## config.mk

```make
export PLATFORM = sky130hd
export DESIGN_NAME = req_ingress
export DESIGN_NICKNAME = d
export VERILOG_FILES = /design/src/soc_pkg.sv /design/src/req_ingress.sv
export SDC_FILE = /design/constraint.sdc
export NUM_CORES = 1
export LEC_CHECK = 0
export ABC_AREA = 1
export BUFFER_PORTS_ARGS = -buffer_cell sky130_fd_sc_hd__buf_2
export CORE_MARGIN = 2
export CORE_UTILIZATION = 50
export DETAILED_ROUTE_END_ITERATION = 7
export PLACE_DENSITY_LB_ADDON = 0.3
export SLEW_MARGIN = 30
export SYNTH_ARGS = -nofsm -noshare
export SYNTH_HDL_FRONTEND = slang
export SYNTH_SLANG_ARGS = --single-unit
```

## constraint.sdc

```tcl
create_clock -name clk -period 11.5 [get_ports clk]
set_clock_uncertainty 0.05 [all_clocks]
set_input_delay 0.575 -clock clk [delete_from_list [all_inputs] [get_ports clk]]
set_output_delay 0.575 -clock clk [all_outputs]
set_load 0.05 [all_outputs]
```

## src/soc_pkg.sv

```systemverilog
package soc_pkg;

  // Bus widths
  localparam int ADDR_WIDTH = 32;
  localparam int DATA_WIDTH = 32;
  localparam int ID_WIDTH   = 2;

  // Request opcodes
  localparam logic OP_READ  = 1'b0;
  localparam logic OP_WRITE = 1'b1;

  // Default address map
  localparam logic [ADDR_WIDTH-1:0] SRAM_START = 32'h0000_0000;
  localparam logic [ADDR_WIDTH-1:0] SRAM_END   = 32'h0000_0FFF;
  localparam logic [ADDR_WIDTH-1:0] GPIO_START = 32'h1A10_0000;
  localparam logic [ADDR_WIDTH-1:0] GPIO_END   = 32'h1A10_0FFF;

  // GPIO register offsets within the window
  localparam logic [ADDR_WIDTH-1:0] GPIO_OUT_OFS = 32'h0000_0000;
  localparam logic [ADDR_WIDTH-1:0] GPIO_DIR_OFS = 32'h0000_0004;
  localparam logic [ADDR_WIDTH-1:0] GPIO_IN_OFS  = 32'h0000_0008;

  // Credit counts, equal to the FIFO depths by default
  localparam int REQ_CREDITS = 4;
  localparam int RSP_CREDITS = 4;

endpackage

```

## src/req_ingress.sv

```systemverilog
`timescale 1ns/1ps

module req_ingress #(
  parameter int REQ_DEPTH = soc_pkg::REQ_CREDITS
) (
  input  logic                           clk,
  input  logic                           rst_n_i,

  input  logic                           req_valid_i,
  input  logic                           req_op_i,
  input  logic [soc_pkg::ADDR_WIDTH-1:0] req_addr_i,
  input  logic [soc_pkg::DATA_WIDTH-1:0] req_wdata_i,
  input  logic [soc_pkg::ID_WIDTH-1:0]   req_id_i,
  input  logic                           pop_i,

  output logic                           head_valid_o,
  output logic                           head_op_o,
  output logic [soc_pkg::ADDR_WIDTH-1:0] head_addr_o,
  output logic [soc_pkg::DATA_WIDTH-1:0] head_wdata_o,
  output logic [soc_pkg::ID_WIDTH-1:0]   head_id_o,
  output logic                           req_credit_o
);

  localparam int PTR_W = (REQ_DEPTH > 1) ? $clog2(REQ_DEPTH) : 1;
  localparam int CNT_W = $clog2(REQ_DEPTH + 1);

  logic                           op_mem    [REQ_DEPTH];
  logic [soc_pkg::ADDR_WIDTH-1:0] addr_mem  [REQ_DEPTH];
  logic [soc_pkg::DATA_WIDTH-1:0] wdata_mem [REQ_DEPTH];
  logic [soc_pkg::ID_WIDTH-1:0]   id_mem    [REQ_DEPTH];

  logic [PTR_W-1:0] wr_ptr;
  logic [PTR_W-1:0] rd_ptr;
  logic [CNT_W-1:0] count;
  logic             push;
  logic             pop;

  // A request arriving while full means the host broke the credit rule
  assign push = req_valid_i && (count != CNT_W'(REQ_DEPTH));
  assign pop  = pop_i && (count != '0);

  always_ff @(posedge clk) begin
    if (push) begin
      op_mem[wr_ptr]    <= req_op_i;
      addr_mem[wr_ptr]  <= req_addr_i;
      wdata_mem[wr_ptr] <= req_wdata_i;
      id_mem[wr_ptr]    <= req_id_i;
    end
  end

  always_ff @(posedge clk) begin
    if (!rst_n_i) begin
      wr_ptr       <= '0;
      rd_ptr       <= '0;
      count        <= '0;
      req_credit_o <= 1'b0;
    end else begin
      if (push) begin
        wr_ptr <= (wr_ptr == PTR_W'(REQ_DEPTH - 1)) ? '0 : wr_ptr + 1'b1;
      end
      if (pop) begin
        rd_ptr <= (rd_ptr == PTR_W'(REQ_DEPTH - 1)) ? '0 : rd_ptr + 1'b1;
      end
      count        <= count + CNT_W'(push) - CNT_W'(pop);
      // One credit back to the host per entry taken by the router
      req_credit_o <= pop;
    end
  end

  assign head_valid_o = (count != '0);
  assign head_op_o    = op_mem[rd_ptr];
  assign head_addr_o  = addr_mem[rd_ptr];
  assign head_wdata_o = wdata_mem[rd_ptr];
  assign head_id_o    = id_mem[rd_ptr];

endmodule

```

; ---- Word-level counts from Yosys, hierarchy flattened
; Memories as Yosys holds them, arrays and structs flattened. A register that Yosys moved wholly into a read port is not among the register bits.
; Cells that the tools add are included.
[word_totals]
reg_bits = 8
mem_bits_rw = 268
input_bits = 71
output_inout_bits = 69
elab_cells = 30
n_memories = 4
[memory_table]
columns = name, depth, width, read_ports, rd_ports_with_merged_regs, write_ports, line
row1 = addr_mem, 4, 32, 1, 1, 1, req_ingress.sv:28  ; logic [soc_pkg::ADDR_WIDTH-1:0] addr_mem [REQ_DEPTH];
row2 = wdata_mem, 4, 32, 1, 1, 1, req_ingress.sv:29  ; logic [soc_pkg::DATA_WIDTH-1:0] wdata_mem [REQ_DEPTH];
row3 = id_mem, 4, 2, 1, 1, 1, req_ingress.sv:30  ; logic [soc_pkg::ID_WIDTH-1:0] id_mem [REQ_DEPTH];
row4 = op_mem, 4, 1, 1, 1, 1, req_ingress.sv:27  ; logic op_mem [REQ_DEPTH];
[classes]
add_sub_neg = 4
n_eq_ne = 3
muxes = 12
n_reduce_logical = 3
[op_table]
columns = cell, n
row1 = 2-bit two-way mux, 10
row2 = 2-bit by 1-bit adder with 2-bit output (second input constant), 2
row3 = 2-bit equality test (second input constant), 2
row4 = 3-bit by 1-bit adder with 3-bit output, 1
row5 = 3-bit inequality test (second input constant), 1
row6 = 3-bit nonzero test, 1
row7 = 3-bit by 1-bit subtractor with 3-bit output, 1
row8 = 1-bit logical AND, 2
row9 = 1-bit two-way mux, 2

; ---- Longest topological paths before layout
[depth]
word_depth = 4
ltp_mapped = 13

; ---- Least setup slack after synthesis
; No wires, ideal clock.
[synth_timing]
path_kind = input -> register
startpoint = input port req_valid_i
endpoint = memory addr_mem[0][0] (netlist bit), enable pin
t_arrival_ps = 3523
required_ps = 10957
path_slack_ps = 7434
cell_stages = 2
path_cell_list = nand2_1 nor2_1
[synth_via]
elab_chain_len = 3
[synth_lines]
columns = element, line
row1 = "start, declared", req_ingress.sv:9  ; input logic req_valid_i,
row2 = 1-bit logical AND, req_ingress.sv:39  ; assign push = req_valid_i && (count != CNT_W'(REQ_DEPTH));
row3 = 1-bit two-way mux, req_ingress.sv:43  ; if (push) begin
row4 = 1-bit two-way mux (implied by the code), req_ingress.sv:45  ; addr_mem[wr_ptr] <= req_addr_i;
row5 = "end, declared", req_ingress.sv:28
; Every way passes these cells.

==> flow_summary.yaml <==
run_status:
  outcome: "finished clean"
synth:
  async_reset_ff_share_pct: 0
  syn-num-nets: 792
  synth_top_area_share_pct: 77.1
  synth_commonest_cells: "edfxtp_1 (268), nor2_1 (149), o21ai_0 (131)"
  yosys.area_share.simple_pct: 6.04
  synth_flop_cell: "edfxtp_1"
  ys_ff_latch: 278
  synthTopCellsByArea: "edfxtp_1 (77%), o21ai_0 (6.3%), nor2_1 (5.4%)"
  synth_top_family_by_area: "compound AO/OA/AOI/OAI gates"
  synth_edf_count: 268
  ys_warn_count: 0
  synth.most_common_cell: "edfxtp_1"
  synth-seq-area-share_pct: 79.0
  synth_top_area_cell: "edfxtp_1"
  syn_area_sq_um: 10400
  synth_compound_area_share_pct: 10.6
  synth_mux_area_share_pct: 0
  synthCells: 713
  avgSynthCellArea_sq_um: 14.6
  synth_xor_area_share_pct: 0.0839
  synth.distinct_cells: 23
  synth-adder-area-share_pct: 1.03
clock_tree:
  post-cts-setup-buffers: 0
  cts_tree: "built"
  clkLatencyLatePin_ns: 0.52
  clockBufferDepth: 3
  htree_levels: 1
  cts_hold_buf: 0
  clk_pin_slew_ns: 0.06
  cts_resized: 0
  clockRootBuffer: "clkbuf_16"
  cts.sinks: 278
  numCtsBuffers: 28
placement:
  dp_hpwl_um: 11400
  routabilityCongestion: 0.731
  place_inst: 1090
  io_buffers: 139
sta:
  relSlewSlack_pct: 45.7
  tns_ns: 0
  setup_viol: 0
  fmax_ghz: 0.278
  period_needed_ns: 3.60
  hold_viol: 0
  rsz0062_at_grt: "false"
  finalMaxSlewViolations: 0
  tightest_slew_ns: 0.814
  whs_ns: 0.213
  min_period_over_period_pct: 31.3
setup_path:
  crit_type: "reg -> out"
  cpMaxStageDelayCell: "buf_6"
  reg2reg_slack_ns: 8.85
  crit_required_ns: 10.88
  crit_arrival_ns: 2.97
  end_kind: "output port"
  cp_max_fo: 134
  cp-start-kind: "register"
  cpPeakStageDelay_ns: 0.66
  crit_path_cell_trace: "buf_6 > inv_8 > o21ai_0 > o22ai_1 > buf_2"
route:
  met3_length_um: 1440
  drt-met1-wl_um: 8870
  wl_per_cell_um: 18.4
  drcViolationCount: 0
  wl_met2_um: 10300
  finalWirelength_um: 21000
  drtIter0Drc: 446
  first_pass_iters: 4
  via_per_inst: 5.39
  vias: 6156
  ant_nets: 0
  highest_layer: "met4"
hold_path:
  worstHoldPathType: "in -> reg"
layout:
  nFillCells: 1561
  multi_input_area_sq_um: 1880
  instances_no_fill: 1142
  area_delta_synth_final_pct: 16.9
  nets: 929
  seq_area_sq_um: 8250
  drive_gt1_share_pct: 22.0
floorplanning:
  pin_count: 140
  initial_utilization_pct: 51.3
  die_x_um: 149
  row_count: 52
  dieArea_sq_um: 22100
  coreArea_sq_um: 20400
  die-height_um: 149
power_and_ir_drop:
  power_w: 0.00332
  power_leakage_nw: 4.30
  irDropWorstVdd_mv: 0.185
  pwr_density_cell_nw_per_um2: 272
global_route:
  grt_pass1_vias: 6112
  grtUsageTotal_pct: 18.8
  grt_pass1_wl_um: 32400
  grt_max_degree: 135
  overflow: 0
  antenna_found_initial: 2
job:
  cap_violations: 0
==> stage by stage <==
stage / cell area (sq um) / setup WS [ns] / utilization (%)
after floorplan: 10400 / 7.43 / -
after global placement: 11300 / 8.31 / 55.4
after detailed placement: 11400 / 8.45 / 56.0
after CTS: 12200 / 7.86 / 59.9
after global routing: 12200 / 7.78 / 59.9
final: 12200 / 7.90 / 59.9
==> cells by family after synthesis <==
logic type               count (synthesis)
XOR/XNOR                                 1
flip-flops                             278
adder cells (fa/ha/maj)                  8
AND/OR/NAND/NOR                        165
buffers and inverters                   57
AO/OA/AOI/OAI                          204
==> power breakdown <==
group	switching, W	internal, W
combinational	0.000985	0.000262
clock	0.000343	0.000458
sequential	0.0000339	0.00124
==> path summary, 6_finish.rpt <==
path                           end      startpoint  cells past startpoint
hold reg to reg           register       rd_ptr[1]                      2
hold / removal     wdata_mem[0][5]  req_wdata_i[5]                      1
setup reg to reg   addr_mem[0][28]        count[1]                      6
setup / recovery  head_wdata_o[16]        register                      5
==> cell type report <==
| cell class | count | area share, % |
|---|---|---|
| multi-input combinational | 378 | 15.4 |
| sequential | 278 | 67.6 |
| timing repair buffer | 150 | 7.06 |
| tap | 270 | 2.77 |
| antenna | 2 | 0.0410 |
| clock buffer | 39 | 6.25 |
| clock inverter | 11 | 0.369 |
| inverter | 14 | 0.492 |
==> critical path, delay by kind of cell, from the launching register on <==
kind                   cells  cell delay [ns]
AO/OA/AOI/OAI              2             0.54
buffers and inverters      3             1.27
flip-flops                 1             0.48
==> layer usage <==
| layer | vias up | global-route usage (%) |
|---|---|---|
| li1 | 2948 | - |
| met1 | 2999 | 25.7 |
| met2 | 186 | 31.2 |
| met3 | 23 | 4.02 |
| met4 | 0 | 4.71 |
| met5 | - | 0 |
==> cells in the final DEF, fill, tap and decap left out <==
cell type	count
dfxtp_2	1
ha_1	7
o21ai_0	131
inv_1	12
nand3b_1	2
nor2_4	4
buf_16	4
o22ai_1	67
buf_6	1
clkinv_1	8
inv_2	1
o21ai_1	3
clkbuf_1	10
buf_2	139
clkinv_2	3
nor2_1	145
dfxtp_4	1
a21oi_1	3
inv_8	1
edfxtp_1	268
clkbuf_16	29
fa_1	1
dfxtp_1	8
or2_2	1
diode_2	2
nand2_1	12
xor2_1	1
nand3_1	1
buf_4	6
==> sequential cells by signal, indices dropped and copies added (netlist names), named ones only <==
signal        cells
id_mem            8
op_mem            4
req_credit_o      1
wdata_mem       128
rd_ptr            2
addr_mem        128
count             3
wr_ptr            2
No activity file was read; power rests on OpenSTA's default activity.
