==> config.mk <==
export PLATFORM = sky130hd
export DESIGN_NAME = addr_router
export DESIGN_NICKNAME = d
export VERILOG_FILES = /design/src/soc_pkg.sv /design/src/addr_router.sv
export SDC_FILE = /design/constraint.sdc
export NUM_CORES = 1
export LEC_CHECK = 0
export BUFFER_PORTS_ARGS = -buffer_cell sky130_fd_sc_hd__buf_2
export CELL_PAD_IN_SITES_DETAIL_PLACEMENT = 1
export CELL_PAD_IN_SITES_GLOBAL_PLACEMENT = 1
export CORE_MARGIN = 8
export CORE_UTILIZATION = 18
export CTS_CLUSTER_SIZE = 30
export DETAILED_ROUTE_END_ITERATION = 12
export PLACE_DENSITY_LB_ADDON = 0.3
export RECOVER_POWER = 25
export SYNTH_ARGS = -nofsm -noshare
export SYNTH_HDL_FRONTEND = slang
export SYNTH_SLANG_ARGS = --single-unit
==> constraint.sdc <==
create_clock -name clk -period 4.2 [get_ports clk]
set_input_delay 0.84 -clock clk [delete_from_list [all_inputs] [get_ports clk]]
set_output_delay 0.84 -clock clk [all_outputs]
set_load 0.05 [all_outputs]
==> src/soc_pkg.sv <==
package soc_pkg;

  // Bus widths
  localparam int ADDR_WIDTH = 32;
  localparam int DATA_WIDTH = 32;
  localparam int ID_WIDTH   = 2;

  // Request opcodes
  localparam logic OP_READ  = 1'b0;
  localparam logic OP_WRITE = 1'b1;

  // Default address map
  localparam logic [ADDR_WIDTH-1:0] SRAM_START = 32'h0000_0000;
  localparam logic [ADDR_WIDTH-1:0] SRAM_END   = 32'h0000_0FFF;
  localparam logic [ADDR_WIDTH-1:0] GPIO_START = 32'h1A10_0000;
  localparam logic [ADDR_WIDTH-1:0] GPIO_END   = 32'h1A10_0FFF;

  // GPIO register offsets within the window
  localparam logic [ADDR_WIDTH-1:0] GPIO_OUT_OFS = 32'h0000_0000;
  localparam logic [ADDR_WIDTH-1:0] GPIO_DIR_OFS = 32'h0000_0004;
  localparam logic [ADDR_WIDTH-1:0] GPIO_IN_OFS  = 32'h0000_0008;

  // Credit counts, equal to the FIFO depths by default
  localparam int REQ_CREDITS = 4;
  localparam int RSP_CREDITS = 4;

endpackage

==> src/addr_router.sv <==
`timescale 1ns/1ps

module addr_router #(
  parameter int                             RSP_DEPTH  = soc_pkg::RSP_CREDITS,
  parameter logic [soc_pkg::ADDR_WIDTH-1:0] SRAM_START = soc_pkg::SRAM_START,
  parameter logic [soc_pkg::ADDR_WIDTH-1:0] SRAM_END   = soc_pkg::SRAM_END,
  parameter logic [soc_pkg::ADDR_WIDTH-1:0] GPIO_START = soc_pkg::GPIO_START,
  parameter logic [soc_pkg::ADDR_WIDTH-1:0] GPIO_END   = soc_pkg::GPIO_END
) (
  input  logic                           clk,
  input  logic                           rst_n_i,

  input  logic                           head_valid_i,
  input  logic                           head_op_i,
  input  logic [soc_pkg::ADDR_WIDTH-1:0] head_addr_i,
  input  logic [soc_pkg::DATA_WIDTH-1:0] head_wdata_i,
  input  logic [soc_pkg::ID_WIDTH-1:0]   head_id_i,
  output logic                           pop_o,

  output logic                           tgt_op_o,
  output logic [soc_pkg::ADDR_WIDTH-1:0] tgt_addr_o,
  output logic [soc_pkg::DATA_WIDTH-1:0] tgt_wdata_o,
  output logic                           sram_sel_o,
  output logic                           gpio_sel_o,
  input  logic [soc_pkg::DATA_WIDTH-1:0] sram_rdata_i,
  input  logic                           sram_err_i,
  input  logic [soc_pkg::DATA_WIDTH-1:0] gpio_rdata_i,
  input  logic                           gpio_err_i,

  input  logic                           slot_free_i,
  output logic                           push_o,
  output logic [soc_pkg::ID_WIDTH-1:0]   push_id_o,
  output logic [soc_pkg::DATA_WIDTH-1:0] push_rdata_o,
  output logic                           push_err_o
);

  localparam int CNT_W = $clog2(RSP_DEPTH + 1);

  logic                         hit_sram;
  logic                         hit_gpio;
  logic                         issue;
  logic [CNT_W-1:0]             credits;
  logic                         issue_q;
  logic                         sram_q;
  logic                         gpio_q;
  logic [soc_pkg::ID_WIDTH-1:0] id_q;

  assign hit_sram = (head_addr_i >= SRAM_START) && (head_addr_i <= SRAM_END);
  assign hit_gpio = !hit_sram && (head_addr_i >= GPIO_START) && (head_addr_i <= GPIO_END);

  // Issue only with a free slot reserved in the egress FIFO
  assign issue      = head_valid_i && (credits != '0);
  assign pop_o      = issue;
  assign sram_sel_o = issue && hit_sram;
  assign gpio_sel_o = issue && hit_gpio;

  assign tgt_op_o    = head_op_i;
  assign tgt_wdata_o = head_wdata_i;

  // Offset within the matching window
  always_comb begin
    if (hit_sram) begin
      tgt_addr_o = head_addr_i - SRAM_START;
    end else if (hit_gpio) begin
      tgt_addr_o = head_addr_i - GPIO_START;
    end else begin
      tgt_addr_o = head_addr_i;
    end
  end

  always_ff @(posedge clk) begin
    if (!rst_n_i) begin
      credits <= CNT_W'(RSP_DEPTH);
      issue_q <= 1'b0;
      sram_q  <= 1'b0;
      gpio_q  <= 1'b0;
    end else begin
      credits <= credits - CNT_W'(issue) + CNT_W'(slot_free_i);
      issue_q <= issue;
      sram_q  <= sram_sel_o;
      gpio_q  <= gpio_sel_o;
    end
  end

  always_ff @(posedge clk) begin
    if (issue) begin
      id_q <= head_id_i;
    end
  end

  assign push_o    = issue_q;
  assign push_id_o = id_q;

  // Unmapped address gives a decode error with zero data
  always_comb begin
    if (sram_q) begin
      push_rdata_o = sram_rdata_i;
      push_err_o   = sram_err_i;
    end else if (gpio_q) begin
      push_rdata_o = gpio_rdata_i;
      push_err_o   = gpio_err_i;
    end else begin
      push_rdata_o = '0;
      push_err_o   = 1'b1;
    end
  end

endmodule

# Yosys cells after proc, flatten, opt, wreduce, memory -nomap -nowiden
# Index checks and enable logic that the tools add are counted.
totals:
  regBits: 8
  out_inout_bits: 104
  wordCells: 26
classes:
  n_mux: 6
  n_reduce_logical: 8
  order_cmp: 4
  addsub: 3
ops:
  columns: ["cell", "count"]
  rows:
  - ["2-to-1 mux 32 bit", 4]
  - [">= comparator 32 x 1 -> 1 bit, second input constant", 1]
  - [">= comparator 32 x 29 -> 1 bit, second input constant", 1]
  - ["less-or-equal comparator 32 x 12 -> 1 bit, second input constant", 1]
  - ["less-or-equal comparator 32 x 29 -> 1 bit, second input constant", 1]
  - ["subtractor 32 x 29 -> 32 bit, second input constant", 1]
  - ["logical AND 1 bit", 6]
  - ["adder 3 x 1 -> 3 bit", 1]
  - ["nonzero test 3 bit", 1]
  - ["subtractor 3 x 1 -> 3 bit", 1]
  - ["2-to-1 mux 1 bit", 2]
  - ["zero test 1 bit", 1]

# Logic depth before layout (Yosys ltp)
# Gate-level depths: netlist of run 1.
depth:
  depth_word: 7
  ltp_mapped: 10

# Worst setup path after synthesis of run 1
# OpenSTA, ideal clock, no wires.
synth_path:
  path_type: "input to output"
  from: "input head_addr_i[18] (netlist bit)"
  to: "output tgt_addr_o[21] (netlist bit)"
  cell_stages: 7
  path_slack_ns: 0.128
  required_time_ns: 3.360
  arrival_ns: 3.232
  n_path_buf: 1
  cell_sequence: "or4_4 a2111o_1 nor2_1 nand3_2 a21oi_2 buf_6 mux2i_1"
synth_via:
  elab_chain_cells: 7
  word_cells_on_any_way: 11
synth_rtl:
  columns: ["item", "line_no", "source"]
  rows:
  - ["start: declaration", "addr_router.sv:15", "input logic [soc_pkg::ADDR_WIDTH-1:0] head_addr_i,"]
  - [">= comparator 32 x 1 -> 1 bit or less-or-equal comparator 32 x 12 -> 1 bit (tied branches)", "addr_router.sv:48", "assign hit_sram = (head_addr_i >= SRAM_START) && (head_addr_i <= SRAM_END);"]
  - ["logical AND 1 bit", "addr_router.sv:48", null]
  - ["zero test 1 bit", "addr_router.sv:49", "assign hit_gpio = !hit_sram && (head_addr_i >= GPIO_START) && (head_addr_i <= GPIO_END);"]
  - ["logical AND 1 bit (2 in series)", "addr_router.sv:49", null]
  - ["2-to-1 mux 32 bit", "addr_router.sv:64", "end else if (hit_gpio) begin"]
  - ["2-to-1 mux 32 bit (*)", "addr_router.sv:62", "if (hit_sram) begin"]
  - ["end: declaration", "addr_router.sv:21", "output logic [soc_pkg::ADDR_WIDTH-1:0] tgt_addr_o,"]
# Every way passes the cells marked *; elsewhere a longest branch is shown, timed or not.

# Worst setup path in the final report of run 1
layout_path:
  from: "input head_addr_i[18] (netlist bit)"
  to: "output tgt_addr_o[20] (netlist bit)"
# Same word-level chain as after synthesis.

==> run metrics, run 1 <==
wire per inst about 18 um; WS Path Type input port to primary output; register share of total power approximately a quarter; Initial Util between 10% and 20%; GRT Resource Usage Total around 11%; Worst EP required around 3.4 ns; met1 usage about an eighth; Layout Area Growth over Synthesis 43.03%; Seq cells post-synth 8; utilization after layout about a quarter; Hold WS between 0.5 and 0.6 ns; Worst Hold Endpoint credits[2]$_SDFF_PN1_; share of cells above drive strength 1 a little under 60%; Max Cap Viol 0; Slew HR between 50% and 60%; initial antenna violation count 0; die area 11380 sq um; Placed Cells a little over 400; cts repair resizes 0; grt ovf 0; Setup violations, final 0; Final WS setup approximately 0.37 ns; Seq/Total Area, Yosys 12.17%; Comb pwr share 53.9%; flop-to-flop setup slack 1.85 ns; most frequent cells in the layout buf_2, a22o_1, inv_1, a21o_1, nand2_1; I/O pin count 241; Diodes inserted 0; Root Driver clkbuf_8; Clock Latency Late Sink approximately 0.22 ns; Total Neg Setup Slack 0 ns; Net Sw Frac 44.04%; Clock power frac approximately 22%; Die W 106.7 um; fin area around 2100 sq um; RD Place Congestion 0.8593; Netlist cell types 35; crit path DAT about 3.0 ns; row cnt 33; most common cell after layout, fill and taps aside buf_2; Finished Layout Cells 416; hold_sp credits[1]$_SDFF_PN0_; busiest layer in global routing met2; Hold-fix buffers, CTS 0; number of buffers created by CTS 3; fin. max-slew vios 0; Crit. End Element primary output; met3 Use GR 4.559%; FF-to-FF End credits[2]$_SDFF_PN1_; mapped cell area 1480 sq um; minimum clock period about 3.8 ns; Iteration-0 DRC Markers between 50 and 60; DR DRC count 0; CP max FO 11; first-pass GRT wire length 10480 um; reg-to-reg startpoint credits[1]$_SDFF_PN0_; fin crit share between 90% and 100%; Leakage 1.193 nW; VDD IR max 0.1938 mV; Final Hold Viols 0; die height around 110 um; Clock Skews approximately 0.0021 ns; Post-Route WL around 7400 um; outcome finished, final reports clean; antenna-violating nets left 0; Max Root-Sink Buffers 2; IO Port Bufs 174; Gate Count Post-Synth roughly 190; Syn Area/Cell around 7.7 sq um; total power 0.4444 mW; DP Area 2076 sq um; DPL Wire Length between 6000 and 7000 um; Post-CTS Setup Bufs 0; largest net degree at the start of global routing 36; Worst Reg2Reg Path Length in Cells 10; Worst Tran Pin Value slightly above 0.6 ns; PD cells around 210 nW/um^2; Hold Path Cell Cnt 2; H-Tree Depth 1; Synth Warn # 0; First-pass DRT Iterations 4; Switch Pwr about 0.2 mW; vias 1848; Core ar. roughly 8000 sq um; Hold Crit Class register to register; Syn Nets approximately 330; Setup WS pre-CTS between 0.3 and 0.4 ns; CTS tree yes; fmax ~260 MHz; Clock transition at path regs approximately 0.04 ns; Setup crit start kind input port; met2 Use GR 20.52%; RSZ-0062 raised after global routing no; vias in the first global route around 1.9k; clock tree sinks 8; Int Pwr approximately 0.25 mW; DR vias/cell about 4.4; nets around 460
state kept, by name, indices dropped and copies added, names as in the netlist:
register / count
push_o: 1
credits: 3
gpio_q: 1
push_id_o: 2
sram_q: 1
cells in the mapped netlist:
cell type | instances | area share [%]
a31oi_1 | 2 | 0.85
inv_1 | 10 | 2.5
o21ai_0 | 3 | 1.0
clkbuf_1 | 8 | 2.0
nor3_1 | 3 | 1.0
nand3_1 | 2 | 0.68
a22o_1 | 31 | 18
a211o_1 | 1 | 0.59
nand3_2 | 1 | 0.68
buf_6 | 1 | 0.76
ha_1 | 5 | 4.2
a21o_1 | 9 | 4.6
and2_1 | 2 | 0.85
buf_4 | 53 | 27
nand2_1 | 8 | 2.0
fa_1 | 1 | 1.4
nor4_1 | 6 | 2.5
nand4_1 | 6 | 2.5
edfxtp_1 | 2 | 4.1
dfxtp_1 | 6 | 8.1
xnor2_1 | 2 | 1.2
a2111o_1 | 1 | 0.76
nor2_1 | 7 | 1.8
or3_1 | 1 | 0.42
nand2b_1 | 3 | 1.3
o31ai_1 | 1 | 0.51
or4b_4 | 1 | 0.93
a21boi_1 | 2 | 1.0
o211ai_1 | 1 | 0.51
a21oi_1 | 4 | 1.4
or4_4 | 2 | 1.5
xor2_1 | 1 | 0.59
mux2i_1 | 1 | 0.68
nor2b_1 | 3 | 1.3
a21oi_2 | 1 | 0.59
critical path, stage by stage:
cell and delay (ns):
buf_2 0.10, or4_4 0.55, a2111o_1 0.44, nor2_1 0.17
nand3_2 0.11, a21oi_2 0.18, buf_4 0.20, xnor2_1 0.12
buf_2 0.28
cell families (layout without fill, tap and decap cells):
kind of cell / Yosys count / count (layout) / share of synthesized area, %
fa+ha+maj: 6 / 6 / 5.579
xor+xnor: 3 / 3 / 1.775
simple gates: 45 / 45 / 17.50
buf+inv: 72 / 192 / 32.21
compound gates: 56 / 56 / 30.09
mux: 1 / 1 / 0.6763
flops: 8 / 8 / 12.17
power groups by stage:
stage          sequential (mW)  clock, mW  combinational (mW)
6_report                 0.108     0.0967               0.240
5_1_grt                  0.110      0.103               0.261
4_1_cts                  0.108      0.100               0.245
2_1_floorplan            0.121          0               0.234
3_5_place_dp             0.109          0               0.244
3_3_place_gp             0.109          0               0.238
worst max path at each step:
stage | start | endpoint | slack (ns) | cells past startpoint
3_5_place_dp | head_addr_i[18] | tgt_addr_o[20] | 0.36 | 9
6_report | head_addr_i[18] | tgt_addr_o[20] | 0.37 | 9
4_1_cts | head_addr_i[18] | tgt_addr_o[20] | 0.36 | 9
5_1_grt | head_addr_i[18] | tgt_addr_o[20] | 0.26 | 9
3_3_place_gp | head_addr_i[18] | tgt_addr_o[20] | 0.40 | 9
2_1_floorplan | head_addr_i[18] | tgt_addr_o[21] | 0.13 | 7
layout make-up:
| class | instances | area (sq um) |
|---|---|---|
| multi-input combinational | 111 | 825.8 |
| timing repair buffer | 178 | 897.1 |
| inverter | 10 | 37.54 |
| clock buffer | 4 | 45.04 |
| sequential | 8 | 180.2 |
| tap | 105 | 131.4 |
| fill | 1060 | 5976 |
metal layers:
| layer | up-vias | wire (um) | share of wire [%] |
|---|---|---|---|
| met5 | - | 0 | 0 |
| li1 | 882 | - | - |
| met4 | 0 | 0 | 0 |
| met1 | 831 | 2779 | 38 |
| met3 | 0 | 905 | 12 |
| met2 | 135 | 3701 | 50 |
(Power assumes the default switching activity.)
==> run 2, diff against run 1 <==
--- a/config.mk
+++ b/config.mk
@@ -8,12 +8,12 @@
 export BUFFER_PORTS_ARGS = -buffer_cell sky130_fd_sc_hd__buf_2
 export CELL_PAD_IN_SITES_DETAIL_PLACEMENT = 1
 export CELL_PAD_IN_SITES_GLOBAL_PLACEMENT = 1
-export CORE_MARGIN = 8
+export CORE_MARGIN = 2
 export CORE_UTILIZATION = 18
 export CTS_CLUSTER_SIZE = 30
 export DETAILED_ROUTE_END_ITERATION = 12
 export PLACE_DENSITY_LB_ADDON = 0.3
-export RECOVER_POWER = 25
+export RECOVER_POWER = 50
 export SYNTH_ARGS = -nofsm -noshare
 export SYNTH_HDL_FRONTEND = slang
 export SYNTH_SLANG_ARGS = --single-unit
==> run metrics, run 2 (same netlist as run 1, synthesis figures left out) <==
CTS tree yes; Layout Area Growth over Synthesis 41.59%; vias in the first global route 1677 (-12%); Clock transition at path regs 0.04 ns (about the same); wire per inst 14.88 um (-16%); Post-CTS Setup Bufs 0 (unchanged); CP delay by family, top simple AND/OR/NAND/NOR gates; initial antenna violation count 0 (unchanged); IO Port Bufs 174 (unchanged); vias 1842 (-0.32%); Net Sw Frac 44.38% (+0.34 points); filler cell count 1046 (-1.3%); Initial Util 18.29% (unchanged); Hold-fix buffers, CTS 0 (unchanged); nets 455 (unchanged); Finished Layout Cells 416 (unchanged); Die W 94.68 um (-11%); Setup crit start kind input port; largest net degree at the start of global routing 36 (unchanged); share of cells above drive strength 1 54.34% (-4.8 points); GRT Resource Usage Total 11.79% (+0.49 points); Setup violations, final 0 (unchanged); Worst Tran Pin Value 0.6226 ns (+0.002683 ns); first-pass GRT wire length 8369 um (-20%); outcome finished, final reports clean; I/O pin count 241 (unchanged); VDD IR max 0.2051 mV (+5.8%); First-pass DRT Iterations 4 (unchanged); row cnt 33 (unchanged); Placed Cells 412 (unchanged); Crit. End Element primary output; Clock Skews 0.002059 ns (-0.00005995 ns); Iteration-0 DRC Markers 13 (-76%); Root Driver clkbuf_8; Worst path most repeated cell buf_2; minimum clock period 3.879 ns (+0.04781 ns); utilization after layout 25.90% (-0.26 points); total power 0.4438 mW (-0.15%); WP buf/inv 3 (unchanged); crit path DAT 3.04 ns (+0.05 ns); register share of total power 24.3% (about the same); H-Tree Depth 1 (unchanged); Max Cap Viol 0 (unchanged); grt ovf 0 (unchanged); DR DRC count 0 (unchanged); most common cell after layout, fill and taps aside buf_2; Final Hold Viols 0 (unchanged); Diodes inserted 0 (unchanged); clock tree sinks 8 (unchanged); PD cells 211.7 nW/um^2 (+0.86%); fin. max-slew vios 0 (unchanged); worst stage delay on the critical path 0.59 ns (+0.04 ns); most frequent cells in the layout buf_2, a22o_1, clkbuf_1, inv_1, a21o_1; die height 94.68 um (-11%); Max Root-Sink Buffers 2 (unchanged); Clock Latency Late Sink 0.23 ns (about the same); Post-Route WL 6190 um (-16%); WS Path Type input port to primary output; Clock power frac 22.3% (+0.5 points); Slew HR 58.67% (-0.18 points); Switch Pwr 0.1969 mW (+0.63%); Int Pwr 0.2468 mW (-0.76%); RSZ-0062 raised after global routing no; die area 8964 sq um (-21%); Worst EP required 3.36 ns (about the same); Leakage 1.153 nW (-3.4%); DPL Wire Length 5304 um (-20%); Comb pwr share 53.4% (-0.5 points); Slowest-stage cell, CP or4_1; Core ar. 8093 sq um (unchanged); CP max FO 11 (unchanged); antenna-violating nets left 0 (unchanged); critical path cell sequence buf_2 > or4_1 > a2111o_1 > nor2_1 > nand3_2 > a21oi_2 > buf_4 > xnor2_1 > buf_2; fmax 257.8 MHz (-1.2%); Most flops, register credits; Total Neg Setup Slack 0 ns (unchanged); Hold Crit Class register to register; fin crit share 92.36% (+1.1 points); cts repair resizes 0 (unchanged); number of buffers created by CTS 3 (unchanged); Largest register FFs 3 (unchanged); RD Place Congestion 0.7690 (-11%); DR vias/cell 4.428 (-0.32%); Hold WS 0.5631 ns (-0.005233 ns)
run 2: changes by cell type in the layout (fill, tap and decap cells not counted), sizes merged:
cell / change
buf: -14
clkbuf: +14
run 2: metrics by stage:
| stage | setup WS [ns] | instance area, sq um |
|---|---|---|
| floorplan | 0.1278 | 1480 |
| global placement | 0.4005 | 2076 |
| detailed placement | 0.3755 | 2076 |
| CTS | 0.3692 | 2121 |
| global route | 0.1931 | 2096 |
| finish | 0.3211 | 2096 |
run 2: area by class of cell:
cell class	count	area (sq um)	area share [%]
repair buffers	178	879.6	41.97
multi-input cells	111	822.0	39.22
flip-flops and latches	8	180.2	8.597
well taps	105	131.4	6.269
clock buffers	4	45.04	2.149
inverters	10	37.54	1.791
run 2: worst register-to-register path, stage by stage, from the launching register on:
cell and delay, ns:
dfxtp_1 0.34, o31ai_1 0.41, inv_1 0.20, ha_1 0.33
inv_1 0.06, ha_1 0.13, inv_1 0.05, fa_1 0.37
xor2_1 0.17, xnor2_1 0.14, nand2_1 0.07
run 2: per-layer routing:
metal | global-route usage [%] | vias to the layer above | part of all wire (%)
li1 | - | 884 | -
met1 | 14.12 | 827 | 39
met2 | 20.45 | 127 | 48
met3 | 4.230 | 4 | 12
met4 | 2.053 | 0 | 0.53
met5 | 0 | - | 0
run 2: path summary, 6_finish.rpt:
| path | from | endpoint | slack [ns] | cells past startpoint |
|---|---|---|---|---|
| worst max-delay path | head_addr_i[18] | tgt_addr_o[20] | 0.32 | 9 |
| worst min-delay path | credits[1]$_SDFF_PN0_ | credits[2]$_SDFF_PN1_ | 0.56 | 2 |
| worst max register to register | credits[1]$_SDFF_PN0_ | credits[2]$_SDFF_PN1_ | 1.83 | 10 |
| worst min register to register | credits[1]$_SDFF_PN0_ | credits[2]$_SDFF_PN1_ | 0.56 | 2 |
run 2: power by group through the flow:
stage / clock network [mW] / logic [mW] / registers (mW)
6_report: 0.0988 / 0.237 / 0.108
2_1_floorplan: 0 / 0.234 / 0.121
3_5_place_dp: 0 / 0.243 / 0.110
3_3_place_gp: 0 / 0.236 / 0.109
4_1_cts: 0.102 / 0.245 / 0.108
5_1_grt: 0.108 / 0.262 / 0.110
