File: src/soc_pkg.sv
package soc_pkg;

  // Bus widths
  localparam int ADDR_WIDTH = 32;
  localparam int DATA_WIDTH = 32;
  localparam int ID_WIDTH   = 2;

  // Request opcodes
  localparam logic OP_READ  = 1'b0;
  localparam logic OP_WRITE = 1'b1;

  // Default address map
  localparam logic [ADDR_WIDTH-1:0] SRAM_START = 32'h0000_0000;
  localparam logic [ADDR_WIDTH-1:0] SRAM_END   = 32'h0000_0FFF;
  localparam logic [ADDR_WIDTH-1:0] GPIO_START = 32'h1A10_0000;
  localparam logic [ADDR_WIDTH-1:0] GPIO_END   = 32'h1A10_0FFF;

  // GPIO register offsets within the window
  localparam logic [ADDR_WIDTH-1:0] GPIO_OUT_OFS = 32'h0000_0000;
  localparam logic [ADDR_WIDTH-1:0] GPIO_DIR_OFS = 32'h0000_0004;
  localparam logic [ADDR_WIDTH-1:0] GPIO_IN_OFS  = 32'h0000_0008;

  // Credit counts, equal to the FIFO depths by default
  localparam int REQ_CREDITS = 4;
  localparam int RSP_CREDITS = 4;

endpackage

File: src/rsp_egress.sv
`timescale 1ns/1ps

module rsp_egress #(
  parameter int RSP_DEPTH = soc_pkg::RSP_CREDITS
) (
  input  logic                           clk,
  input  logic                           rst_n_i,
  input  logic                           push_i,
  input  logic [soc_pkg::ID_WIDTH-1:0]   push_id_i,
  input  logic [soc_pkg::DATA_WIDTH-1:0] push_rdata_i,
  input  logic                           push_err_i,
  input  logic                           rsp_credit_i,
  output logic                           slot_free_o,
  output logic                           rsp_valid_o,
  output logic [soc_pkg::DATA_WIDTH-1:0] rsp_rdata_o,
  output logic                           rsp_err_o,
  output logic [soc_pkg::ID_WIDTH-1:0]   rsp_id_o
);

  localparam int PTR_W  = (RSP_DEPTH > 1) ? $clog2(RSP_DEPTH) : 1;
  localparam int CNT_W  = $clog2(RSP_DEPTH + 1);
  localparam int CRED_W = $clog2(soc_pkg::RSP_CREDITS + 1);

  logic [soc_pkg::ID_WIDTH-1:0]   id_mem    [RSP_DEPTH];
  logic [soc_pkg::DATA_WIDTH-1:0] rdata_mem [RSP_DEPTH];
  logic                           err_mem   [RSP_DEPTH];

  logic [PTR_W-1:0]  wr_ptr;
  logic [PTR_W-1:0]  rd_ptr;
  logic [CNT_W-1:0]  count;
  logic [CRED_W-1:0] host_credits;
  logic              push;
  logic              send;

  // Router credits keep this FIFO from overflowing
  assign push = push_i && (count != CNT_W'(RSP_DEPTH));
  assign send = (count != '0) && (host_credits != '0);

  // Leaving entry frees a router credit
  assign slot_free_o = send;

  always_ff @(posedge clk) begin
    if (push) begin
      id_mem[wr_ptr]    <= push_id_i;
      rdata_mem[wr_ptr] <= push_rdata_i;
      err_mem[wr_ptr]   <= push_err_i;
    end
    if (send) begin
      rsp_rdata_o <= rdata_mem[rd_ptr];
      rsp_id_o    <= id_mem[rd_ptr];
    end
  end

  always_ff @(posedge clk) begin
    if (!rst_n_i) begin
      wr_ptr       <= '0;
      rd_ptr       <= '0;
      count        <= '0;
      host_credits <= CRED_W'(soc_pkg::RSP_CREDITS);
      rsp_valid_o  <= 1'b0;
      rsp_err_o    <= 1'b0;
    end else begin
      if (push) begin
        wr_ptr <= (wr_ptr == PTR_W'(RSP_DEPTH - 1)) ? '0 : wr_ptr + 1'b1;
      end
      if (send) begin
        rd_ptr <= (rd_ptr == PTR_W'(RSP_DEPTH - 1)) ? '0 : rd_ptr + 1'b1;
      end
      count        <= count + CNT_W'(push) - CNT_W'(send);
      host_credits <= host_credits - CRED_W'(send) + CRED_W'(rsp_credit_i);
      rsp_valid_o  <= send;
      rsp_err_o    <= send && err_mem[rd_ptr];
    end
  end

endmodule

File: config.mk
export PLATFORM = sky130hd
export DESIGN_NAME = rsp_egress
export DESIGN_NICKNAME = d
export VERILOG_FILES = /design/src/soc_pkg.sv /design/src/rsp_egress.sv
export SDC_FILE = /design/constraint.sdc
export NUM_CORES = 1
export LEC_CHECK = 0
export ABC_AREA = 1
export BUFFER_PORTS_ARGS = -buffer_cell sky130_fd_sc_hd__clkbuf_2
export CAP_MARGIN = 25
export CORE_MARGIN = 2
export CORE_UTILIZATION = 30
export DETAILED_ROUTE_END_ITERATION = 8
export PLACE_DENSITY_LB_ADDON = 0.3
export SLEW_MARGIN = 20
export SYNTH_ARGS = -nofsm -noshare
export SYNTH_HDL_FRONTEND = slang
export SYNTH_SLANG_ARGS = --single-unit
File: constraint.sdc
create_clock -name clk -period 5.9 [get_ports clk]
set_input_delay 0.295 -clock clk [delete_from_list [all_inputs] [get_ports clk]]
set_output_delay 0.295 -clock clk [all_outputs]
set_load 0.01 [all_outputs]
Word-level counts from Yosys, hierarchy flattened:

Memory sizes are Yosys's and may differ from the RTL's. A register that Yosys moved wholly into a read port is not among the register bits.
Cells that the tools add are included.
W data, S select, Z words.

* bits of input ports: 39
* logic and storage cells: 29
* memories kept: 3
* memory bits (writable): 140
* bits in latches: 0
* memory bits (read-only): 0
* bits in registers: 12

* reductions and logical operators: 5
* order comparisons: 0
* muxes and demuxes: 6
* equal/unequal tests: 3
* add/sub/neg operators: 6
* multipliers: 0
* div/mod/pow operators: 0
* bitwise logic cells: 0
* shift operators: 0

Memory list
* rdata_mem: depth 4, width 32, read ports 1, clocked after Yosys merged registers in 1, write ports 1, RTL line rsp_egress.sv:25 `logic [soc_pkg::DATA_WIDTH-1:0] rdata_mem [RSP_DEPTH];`
* id_mem: depth 4, width 2, read ports 1, clocked after Yosys merged registers in 1, write ports 1, RTL line rsp_egress.sv:24 `logic [soc_pkg::ID_WIDTH-1:0] id_mem [RSP_DEPTH];`
* err_mem: depth 4, width 1, read ports 1, clocked after Yosys merged registers in 1, write ports 1, RTL line rsp_egress.sv:26 `logic err_mem [RSP_DEPTH];`

Operator list (number)
* $mux W2: 4
* $add A3 B1 Y3: 2
* $reduce_bool A3 Y1: 2
* $sub A3 B1 Y3: 2
* $add A2 B1 Y2 const B: 2
* $eq A2 B2 Y1 const B: 2
* $logic_and A1 B1 Y1: 3
* $ne A3 B3 Y1 const B: 1
* $mux W1: 2

Logic depth before layout (Yosys ltp):

Gate-level depths: netlist of the first run.

* depth after elaboration: 4
* mapped depth: 13
* depth with buffers taken out: 13

Least setup slack after synthesis of the first run:

Ideal clock, no wire load.

* path kind: register to register
* start point: reg count[1]
* end point: mem err_mem[0] (enable)
* data required time: 5.473 ns
* arrival time: 2.211 ns
* cell stages (with the launch flop): 5
* path slack: 3.262 ns
* path buffers: 0
* path through: dfxtp_1 > nor2_1 > nand2_1 > nand2_1 > nor2_1

* word-level cells in the longest chain between the ends: 4

RTL lines
* from (decl): RTL line rsp_egress.sv:30 `logic [CNT_W-1:0] count;`
* from (signal assigned): RTL line rsp_egress.sv:69 `count <= count + CNT_W'(push) - CNT_W'(send);`
* $ne A3 B3 Y1: RTL line rsp_egress.sv:36 `assign push = push_i && (count != CNT_W'(RSP_DEPTH));`
* $logic_and A1 B1 Y1: RTL line rsp_egress.sv:36
* $mux W1: RTL line rsp_egress.sv:43 `if (push) begin`
* $mux W1 (implied by the code): RTL line rsp_egress.sv:46 `err_mem[wr_ptr] <= push_err_i;`
* to (decl): RTL line rsp_egress.sv:26

No other way between the ends.

Worst setup path in the final report of the first run:

* start point: reg count[1]
* end point: reg count[2]

* word-level cells in the longest chain between the ends: 4
* elaborated cells between the ends (all ways): 6

RTL lines (RTL line)
* $ne A3 B3 Y1: rsp_egress.sv:36
* $logic_and A1 B1 Y1: rsp_egress.sv:36
* $add A3 B1 Y3: rsp_egress.sv:69
* $sub A3 B1 Y3 *: rsp_egress.sv:69

Mark *: on every way between the ends. The rest lies on a longest branch, timed or not.
A chain may end at the register's enable or synchronous reset.

==> impl_metrics.yaml, run 1 <==
run_status:
  status: "completed"
detailed_routing:
  post_drt_wl_per_cell_um: 17.1
  vias: 3990
  wl_met1_mm: 6.28
  antenna_left: 0
  routed.top_layer: "met4"
  met3_length_um: 819
  drtPass1Iterations: 4
  dr_wl_met2_mm: 7.36
  routed_wl_mm: 14.6
  drc: 0
  vias_per_cell: 4.69
  first_iter_violations: 240
finish:
  fin_cells: 851
  drive_gt1_share_pct: 20.2
  area_delta_synth_final_pct: 16.9
  fillers: 2164
  nets: 601
pwr:
  p_sw_mw: 1.25
  netSwitchingFraction_pct: 32.0
  power_frac_seq_pct: 49.8
  leakagePower_nw: 2.90
  clkPwrFrac_pct: 25.3
  ir_drop_mv: 0.189
  p_per_area_nw_per_um2: 480
  p_int_mw: 2.65
  power.share.combinational_pct: 24.9
  fin_total_pwr_mw: 3.90
logic_synthesis:
  synth.cell_area_sq_um: 6940
  yosys_warnings: 0
  synth_ff_type: "edfxtp_1"
  synth.largest_area_cell: "edfxtp_1"
  synth_top_area_share_pct: 75.2
  synth-edff-count: 174
  synth-seq-cells: 188
  async_flop_share_pct: 0
  synth_area_leaders: "edfxtp_1 75%, o21ai_0 4.9%, nor2_1 4.5%, dfxtp_1 4.0%, o22ai_1 3.1%"
  ys_seq_area_share_pct: 79.3
  avgSynthCellArea_sq_um: 14.6
  netlist_instances: 475
  synth_nets: 523
  ys_types: 21
timing:
  relSlewSlack_pct: 34.7
  finalHoldViolations: 0
  drv_slew: 0
  min_period_ns: 2.99
  tightest_slew_ns: 0.978
  max_freq_ghz: 0.335
  finalCritPeriodShare_pct: 50.6
  skew_ns: 0.0117
  setup_violations: 0
  tns_ns: 0
  rsz0062_at_grt: "no"
critical_path:
  critPathLaunchType: "register"
  arrival_ns: 3.29
  startpoint: "count[1]"
  critical_path_class: "register to register"
  r2r_start: "count[1]"
  cp_max_fo: 37
  crit_required_ns: 6.20
  r2r_cells: 12
  r2r_end: "count[2]"
  cp-endpoint: "count[2]"
  r2r_setup_slack_ns: 2.91
  endpoint_kind: "register"
placed_design:
  io_buffers: 75
  place_congestion: 0.706
  placed_cells: 819
  dpl.hpwl_mm: 7.99
cts:
  h-tree-depth: 4
  cts_tree: "yes"
  cts_sinks: 188
  cts_hold_buf: 0
  clockRootBuffer: "clkbuf_16"
  clkLatencyLatePin_ns: 0.41
  clk_path_buf_depth: 2
  cts.repair.resized: 0
  cts.clk_slew.worst_paths_ns: 0.07
  cts_buffers: 17
  postCtsSetupBuffers: 0
die:
  die_y_um: 156
  io_pins: 76
  dieArea_sq_um: 24400
  die_w_um: 156
  rows: 55
  core-area_sq_um: 22700
  start_util_pct: 30.6
global_routing:
  grt_pass1_vias: 3959
  grt_usage_pct: 12.3
  grt.overflow.total: 0
  grt_pass1_wl_mm: 22.3
  grt_max_degree: 73
  antenna_found_initial: 3
min_path:
  hp-class: "input pin to register"
flow_run:
  cap_viol_max_count: 0
state kept, by name, summed over array words and instances (netlist names), named ones only:
signal / cells
host_credits: 3
rsp_id_o: 2
rdata_mem: 128
rd_ptr: 2
id_mem: 8
count: 3
wr_ptr: 2
rsp_valid_o: 1
rsp_err_o: 1
rsp_rdata_o: 32
err_mem: 4
layer usage:
layer,global-route usage [%],vias to the layer above
met5,0,-
met4,3.80,0
met3,4.14,6
met2,20.7,95
met1,14.8,1998
li1,-,1891
power groups by stage:
stage	combinational, mW	clock [mW]	sequential, mW
floorplan	0.587	0	1.99
global placement	0.947	0	1.97
detailed placement	0.995	0	1.97
CTS	0.997	1.02	1.95
global route	1.09	1.07	1.97
finish	0.970	0.988	1.94
stage by stage:
step / util [%] / setup slack [ns] / area [sq um] / hold slack (ns)
CTS: 35.7 / 2.86 / 8110 / 0.0781
global placement: 33.5 / 2.98 / 7610 / 0.479
floorplan: - / 3.26 / 6940 / 0.394
detailed placement: 33.5 / 2.89 / 7610 / 0.478
finish: 35.7 / 2.91 / 8120 / 0.0965
global route: 35.7 / 2.67 / 8110 / 0.0716
cells in the final DEF, fill, tap and decap left out, drive strengths merged, types with 2 or more instances in the layout:
master    count
edfxtp      174
buf           6
nor2         83
clkbuf       93
inv          28
a21oi         6
diode         2
o22ai        34
ha            7
clkinv        5
clkinvlp      4
fa            2
dfxtp        14
o21ai        68
or2           2
nand2        27
nand3         9
area by class of cell:
type	instances	area (sq um)	share of cell area, %
multi-input cells	240	1230	15.1
inverters	25	96.3	1.19
repair buffers	81	420	5.18
diodes	2	5.00	0.0617
clock inverters	12	75.1	0.925
clock buffers	18	429	5.29
flip-flops and latches	188	5510	67.9
well taps	285	357	4.39
worst min path at each step:
stage / start / to / slack [ns] / cells after the start
global route: push_rdata_i[7] / rdata_mem[2][7] / 0.07 / 1
floorplan: push_err_i / err_mem[0] / 0.39 / 0
finish: push_rdata_i[29] / rdata_mem[3][29] / 0.1 / 1
CTS: push_rdata_i[10] / rdata_mem[0][10] / 0.08 / 1
detailed placement: register / rsp_err_o / 0.48 / 2
global placement: register / rsp_err_o / 0.48 / 2
cells in the mapped netlist, types with 2 or more instances:
| cell type | number |
|---|---|
| dfxtp_1 | 14 |
| nor2_1 | 83 |
| buf_6 | 6 |
| o22ai_1 | 34 |
| clkbuf_2 | 3 |
| o21ai_0 | 68 |
| nand3_1 | 9 |
| buf_2 | 12 |
| nand2_1 | 27 |
| fa_1 | 2 |
| inv_1 | 23 |
| a21oi_1 | 6 |
| ha_1 | 7 |
| edfxtp_1 | 174 |
cell families after synthesis:
kind of cell | count (synthesis) | synth area share [%]
AO/OA/AOI/OAI | 109 | 8.50
adder cells (fa/ha/maj) | 9 | 1.84
buffers and inverters | 47 | 3.50
flip-flops | 188 | 79.3
AND/OR/NAND/NOR | 122 | 6.88
critical path: stages (launching register included):
cell	delay (ns)
dfxtp_1	0.42
nor2_1	0.11
nand2_1	0.16
nand2_1	0.10
inv_2	0.72
nand2_1	0.16
nand2_1	0.12
ha_1	0.14
inv_1	0.05
fa_1	0.38
or2_2	0.30
a21oi_1	0.14
nor2_1	0.07
(Power assumes the default switching activity.)
==> run 2: changes to the inputs <==
Clock period 5.9 ns to 2.55 ns, I/O delays scaled along.
==> run 2 against run 1 <==
Critical endpoint is now slot_free_o. Highest routed layer unchanged. Register-to-register slack got worse by 2.5 ns. First-iteration DRC count increased by 20%. Die area unchanged. Cell area increased by 6.3%. Worst setup slack got worse by 2.5 ns. Global-route usage about the same. Largest power group unchanged.
==> impl_metrics.yaml, run 2 (synthesized netlist as in run 1, its figures left out) <==
run_status:
  status: "completed"
finish:
  drive_gt1_share_pct: 21.2
  area_delta_synth_final_pct: 24.3
  fillers: 2140
  final_cell_area_sq_um: 8630
  top_regs: "rdata_mem (128), rsp_rdata_o (32), id_mem (8)"
  utilization_pct: 38.0
  nets: 643
  regMostFlops: "rdata_mem"
  largest_reg_flops: 128
  layout_commonest_cell: "edfxtp_1"
  final_cell_mix: "174 x edfxtp_1, 79 x nor2_1, 75 x clkbuf_2"
critical_path:
  r2r_setup_slack_ns: 0.44
  path_cells: "nor2_1 > nand2_1 > nand2_1 > inv_2 > buf_4 > clkbuf_2"
  r2r_start: "count[1]"
  critPathLaunchType: "register"
  arrival_ns: 2.00
  cp_max_fo: 35
  cpMostUsedCell: "nand2_1"
  critical_path_class: "register to output port"
  slowest_stage: "buf_4"
  max_stage_delay_ns: 0.47
  startpoint: "count[1]"
  crit_family: "buffers and inverters"
  endpoint_kind: "output port"
  critPathBufInv: 3
  crit_required_ns: 2.42
global_routing:
  grt_max_degree: 69
  grt_pass1_wl_mm: 22.0
  grt_pass1_vias: 4088
  antenna_found_initial: 2
  grt_usage_pct: 12.2
  grt.overflow.total: 0
cts:
  cts_tree: "yes"
  cts.repair.resized: 0
  cts_buffers: 17
  clk_path_buf_depth: 2
  cts_sinks: 188
  clkLatencyLatePin_ns: 0.43
  clockRootBuffer: "clkbuf_16"
  h-tree-depth: 4
  cts.clk_slew.worst_paths_ns: 0.07
detailed_routing:
  post_drt_wl_per_cell_um: 15.8
  antenna_left: 0
  routed_wl_mm: 14.1
  drc: 0
  vias_per_cell: 4.56
  drtPass1Iterations: 4
  first_iter_violations: 287
  vias: 4079
min_path:
  worstHoldStart: "rsp_credit_i"
  hp-class: "input pin to register"
timing:
  rsz0062_at_grt: "no"
  skew_ns: 0.0119
  drv_slew: 0
  tightest_slew_ns: 0.671
  finalCritPeriodShare_pct: 83.5
  max_freq_ghz: 0.470
  min_period_ns: 2.13
  setup_violations: 0
  relSlewSlack_pct: 55.2
  timing.final.ws_setup_ns: 0.421
  finalHoldViolations: 0
  tns_ns: 0
placed_design:
  placed_cell_area_sq_um: 7670
  post-place-ws_ns: 0.440
  dpl.hpwl_mm: 8.00
  io_buffers: 75
  place_congestion: 0.691
flow_run:
  cap_viol_max_count: 0
pwr:
  ir_drop_mv: 0.555
  fin_total_pwr_mw: 9.45
  leakagePower_nw: 3.15
  p_per_area_nw_per_um2: 1100
die:
  die_y_um: 156
  rows: 55
  dieArea_sq_um: 24400
  core-area_sq_um: 22700
  die_w_um: 156
  start_util_pct: 30.6
  io_pins: 76
run 2: cell types whose count changed in the layout (fill, tap and decap cells not counted), sizes merged:
| cell | delta |
|---|---|
| dlygate4sd3 | +35 |
| buf | +7 |
| inv | +4 |
| clkinvlp | -3 |
| bufinv | +2 |
| clkbuf | -1 |
run 2: through the flow:
stage                     cells  hold slack (ns)
after floorplan             475            0.226
after global placement      826            0.344
after detailed placement    826            0.348
after CTS                   893           0.0140
after global routing        895           0.0536
final                       895           0.0401
run 2: layout make-up:
cell class	instances	area, sq um	share of cell area (%)
clock buffer	17	425	4.93
tap	285	357	4.13
timing repair buffer	123	836	9.69
clock inverter	15	176	2.04
antenna	2	5.00	0.0580
sequential	188	5510	63.8
multi-input combinational	240	1230	14.2
inverter	25	96.3	1.12
run 2: what timing repair did:
item                                   CTS  global route
endpoints found under the hold margin  140             0
hold buffers                            35             0
buffers inserted                         0             0
run 2: final timing paths:
path	depth (start not counted)	endpoint
min reg2reg	2	rsp_err_o
max	6	slot_free_o
max reg2reg	12	count[2]
min	4	host_credits[0]
run 2: per-layer routing:
layer	track usage, %	routed length [um]	part of all wire [%]
met4	4.72	198	1.4
met3	3.83	713	5.0
met2	20.9	7040	50
met1	14.4	6190	44
met5	0	0	0
run 2: worst reg2reg max path, delay by kind of cell (launching register included):
family,cells,cell delay [ns]
simple gates,7,0.86
fa+ha+maj,2,0.50
flops,1,0.40
buf+inv,2,0.13
compound gates,1,0.12
run 2: power by group:
part,leakage (nW),internal [mW],switching [mW]
Combinational,1.12,0.778,1.60
Sequential,1.73,4.20,0.214
Clock,0.295,1.48,1.17
Total,3.15,6.46,2.99
==> run 3: changes to the inputs <==
Clock period 2.55 ns to 2.1 ns, I/O delays scaled along.
==> run 3 against run 2 <==
Clock-buffer cell count up 1. Routed wire length increased by 1.9%. Core utilization up 0.27 points. Via count increased by 1.2%. Worst setup slack got worse by 0.31 ns. Die area unchanged. Cell count is 0.56% higher. Critical path depth is 5 higher. Flip-flop and latch count unchanged. Register-to-register slack got worse by 0.33 ns. Sequential power increased by 22%. Global-route usage is 0.066 points lower. Critical path type is now register to register.
==> impl_metrics.yaml, run 3 (synthesized netlist as in run 1, its figures left out) <==
timing:
  skew_ns: 0.0111
  setup_violations: 0
  finalCritPeriodShare_pct: 94.6
  drv_slew: 0
  max_freq_ghz: 0.503
  min_period_ns: 1.99
  relSlewSlack_pct: 54.6
  tightest_slew_ns: 0.681
  finalHoldViolations: 0
  tns_ns: 0
critical_path:
  cp-endpoint: "count[2]"
  crit_required_ns: 2.40
  arrival_ns: 2.29
  cp_max_fo: 4
  max_stage_delay_ns: 0.37
  path_cells: "nor2_4 > nand2_2 > nand2_4 > nand3_1 > nand2_1 > ha_1 > inv_1 > fa_2 > or2_2 > a21oi_2 > nor2_1"
  critPathLaunchType: "register"
  crit_family: "simple AND/OR/NAND/NOR gates"
  critical_path_class: "register to register"
  endpoint_kind: "register"
  r2r_setup_slack_ns: 0.11
  startpoint: "count[1]"
  cp.depth: 11
  r2r_end: "count[2]"
  critPathBufInv: 1
  slowest_stage: "dfxtp_4"
  r2r_start: "count[1]"
  r2r_cells: 11
placed_design:
  dpl.hpwl_mm: 8.37
  place_congestion: 0.725
  io_buffers: 75
finish:
  nets: 650
  regMostFlops: "rdata_mem"
  largest_reg_flops: 128
  drive_gt1_share_pct: 22.7
  layout_commonest_cell: "edfxtp_1"
  fillers: 2119
  area.sequential_sq_um: 5510
  utilization_pct: 38.3
  area_delta_synth_final_pct: 25.2
  multi_input_area_sq_um: 1260
  final_cell_mix: "174 x edfxtp_1, 77 x nor2_1, 75 x clkbuf_2"
  top_regs: "rdata_mem (128), rsp_rdata_o (32), id_mem (8)"
die:
  start_util_pct: 30.6
  io_pins: 76
  dieArea_sq_um: 24400
  core-area_sq_um: 22700
  die_w_um: 156
  rows: 55
  die_y_um: 156
run_status:
  status: "completed"
global_routing:
  grt_usage_pct: 12.2
  grt_pass1_vias: 4277
  grt.overflow.total: 0
  grt_pass1_wl_mm: 22.4
  antenna_found_initial: 2
  grt_max_degree: 69
detailed_routing:
  routed_wl_mm: 14.4
  vias: 4128
  antenna_left: 0
  post_drt_wl_per_cell_um: 16.0
  drtPass1Iterations: 4
  vias_per_cell: 4.59
  first_iter_violations: 221
  drc: 0
cts:
  cts.clk_slew.worst_paths_ns: 0.06
  clkLatencyLatePin_ns: 0.42
  h-tree-depth: 4
  cts_buffers: 17
  clockRootBuffer: "clkbuf_16"
  cts_tree: "yes"
  clk_path_buf_depth: 2
  cts_sinks: 188
flow_run:
  cap_viol_max_count: 0
min_path:
  hp-class: "input pin to register"
pwr:
  ir_drop_mv: 0.502
  leakagePower_nw: 3.15
  p_per_area_nw_per_um2: 1300
## run 3: worst min-delay path, delay by kind of cell
family | cells | cell delay, ns
fa+ha+maj | 1 | 0.13
buf+inv | 2 | 0.13
simple gates | 1 | 0.05
## run 3: worst min-delay path by stage
stage	endpoint	slack, ns	cells after the start	startpoint
final	host_credits[0]	0.02	4	rsp_credit_i
after global routing	wr_ptr[1]	0.03	3	push_i
after CTS	wr_ptr[1]	0.002	3	push_i
after detailed placement	rdata_mem[0][3]	0.33	1	push_rdata_i[3]
after global placement	id_mem[0][1]	0.32	1	push_id_i[1]
after floorplan	err_mem[0]	0.20	0	push_err_i
## run 3: power breakdown
group | internal, mW | switching [mW] | leakage (nW)
clock | 1.49 | 1.31 | 0.242
sequential | 5.11 | 0.265 | 1.73
combinational | 1.10 | 2.03 | 1.18
total | 7.71 | 3.61 | 3.15
## run 3: through the flow
step | total power [mW] | setup slack [ns] | hold WS (ns) | cell area (sq um) | instances
5_1_grt | 12.0 | -0.00891 | 0.0309 | 8690 | 900
2_1_floorplan | 7.31 | -0.488 | 0.204 | 6970 | 475
3_5_place_dp | 8.52 | -0.00357 | 0.328 | 7780 | 831
4_1_cts | 11.4 | 0.0166 | 0.00163 | 8640 | 896
6_report | 11.3 | 0.113 | 0.0204 | 8690 | 900
3_3_place_gp | 8.43 | 0.0577 | 0.320 | 7780 | 831
## run 3: metal layers
layer / up-vias / GRT usage, % / part of all wire [%] / wire length (um)
met2: 78 / 21.1 / 50 / 7250
met5: - / 0 / 0 / 0
li1: 1993 / - / - / -
met1: 2048 / 14.8 / 45 / 6500
met3: 9 / 3.19 / 3.7 / 526
met4: 0 / 3.93 / 0.87 / 126
## run 3: timing repair
| item | 4_1_cts | 5_1_grt |
|---|---|---|
| gates resized for setup | 2 | 9 |
| cloned | 0 | 0 |
| hold buffers | 35 | 0 |
| buffers inserted | 0 | 2 |
| endpoints found under the setup margin | 1 | 1 |
| pin swaps | 0 | 3 |
| hold endpoints to repair | 140 | 0 |
## run 3: area by class of cell
class                           count  area share, %
Antenna cell                        2         0.0576
Clock buffer                       18           4.94
Clock inverter                     12          0.864
Inverter                           25           1.30
Multi-Input combinational cell    240           14.5
Sequential cell                   188           63.4
Tap cell                          285           4.10
Timing Repair Buffer              130           10.8
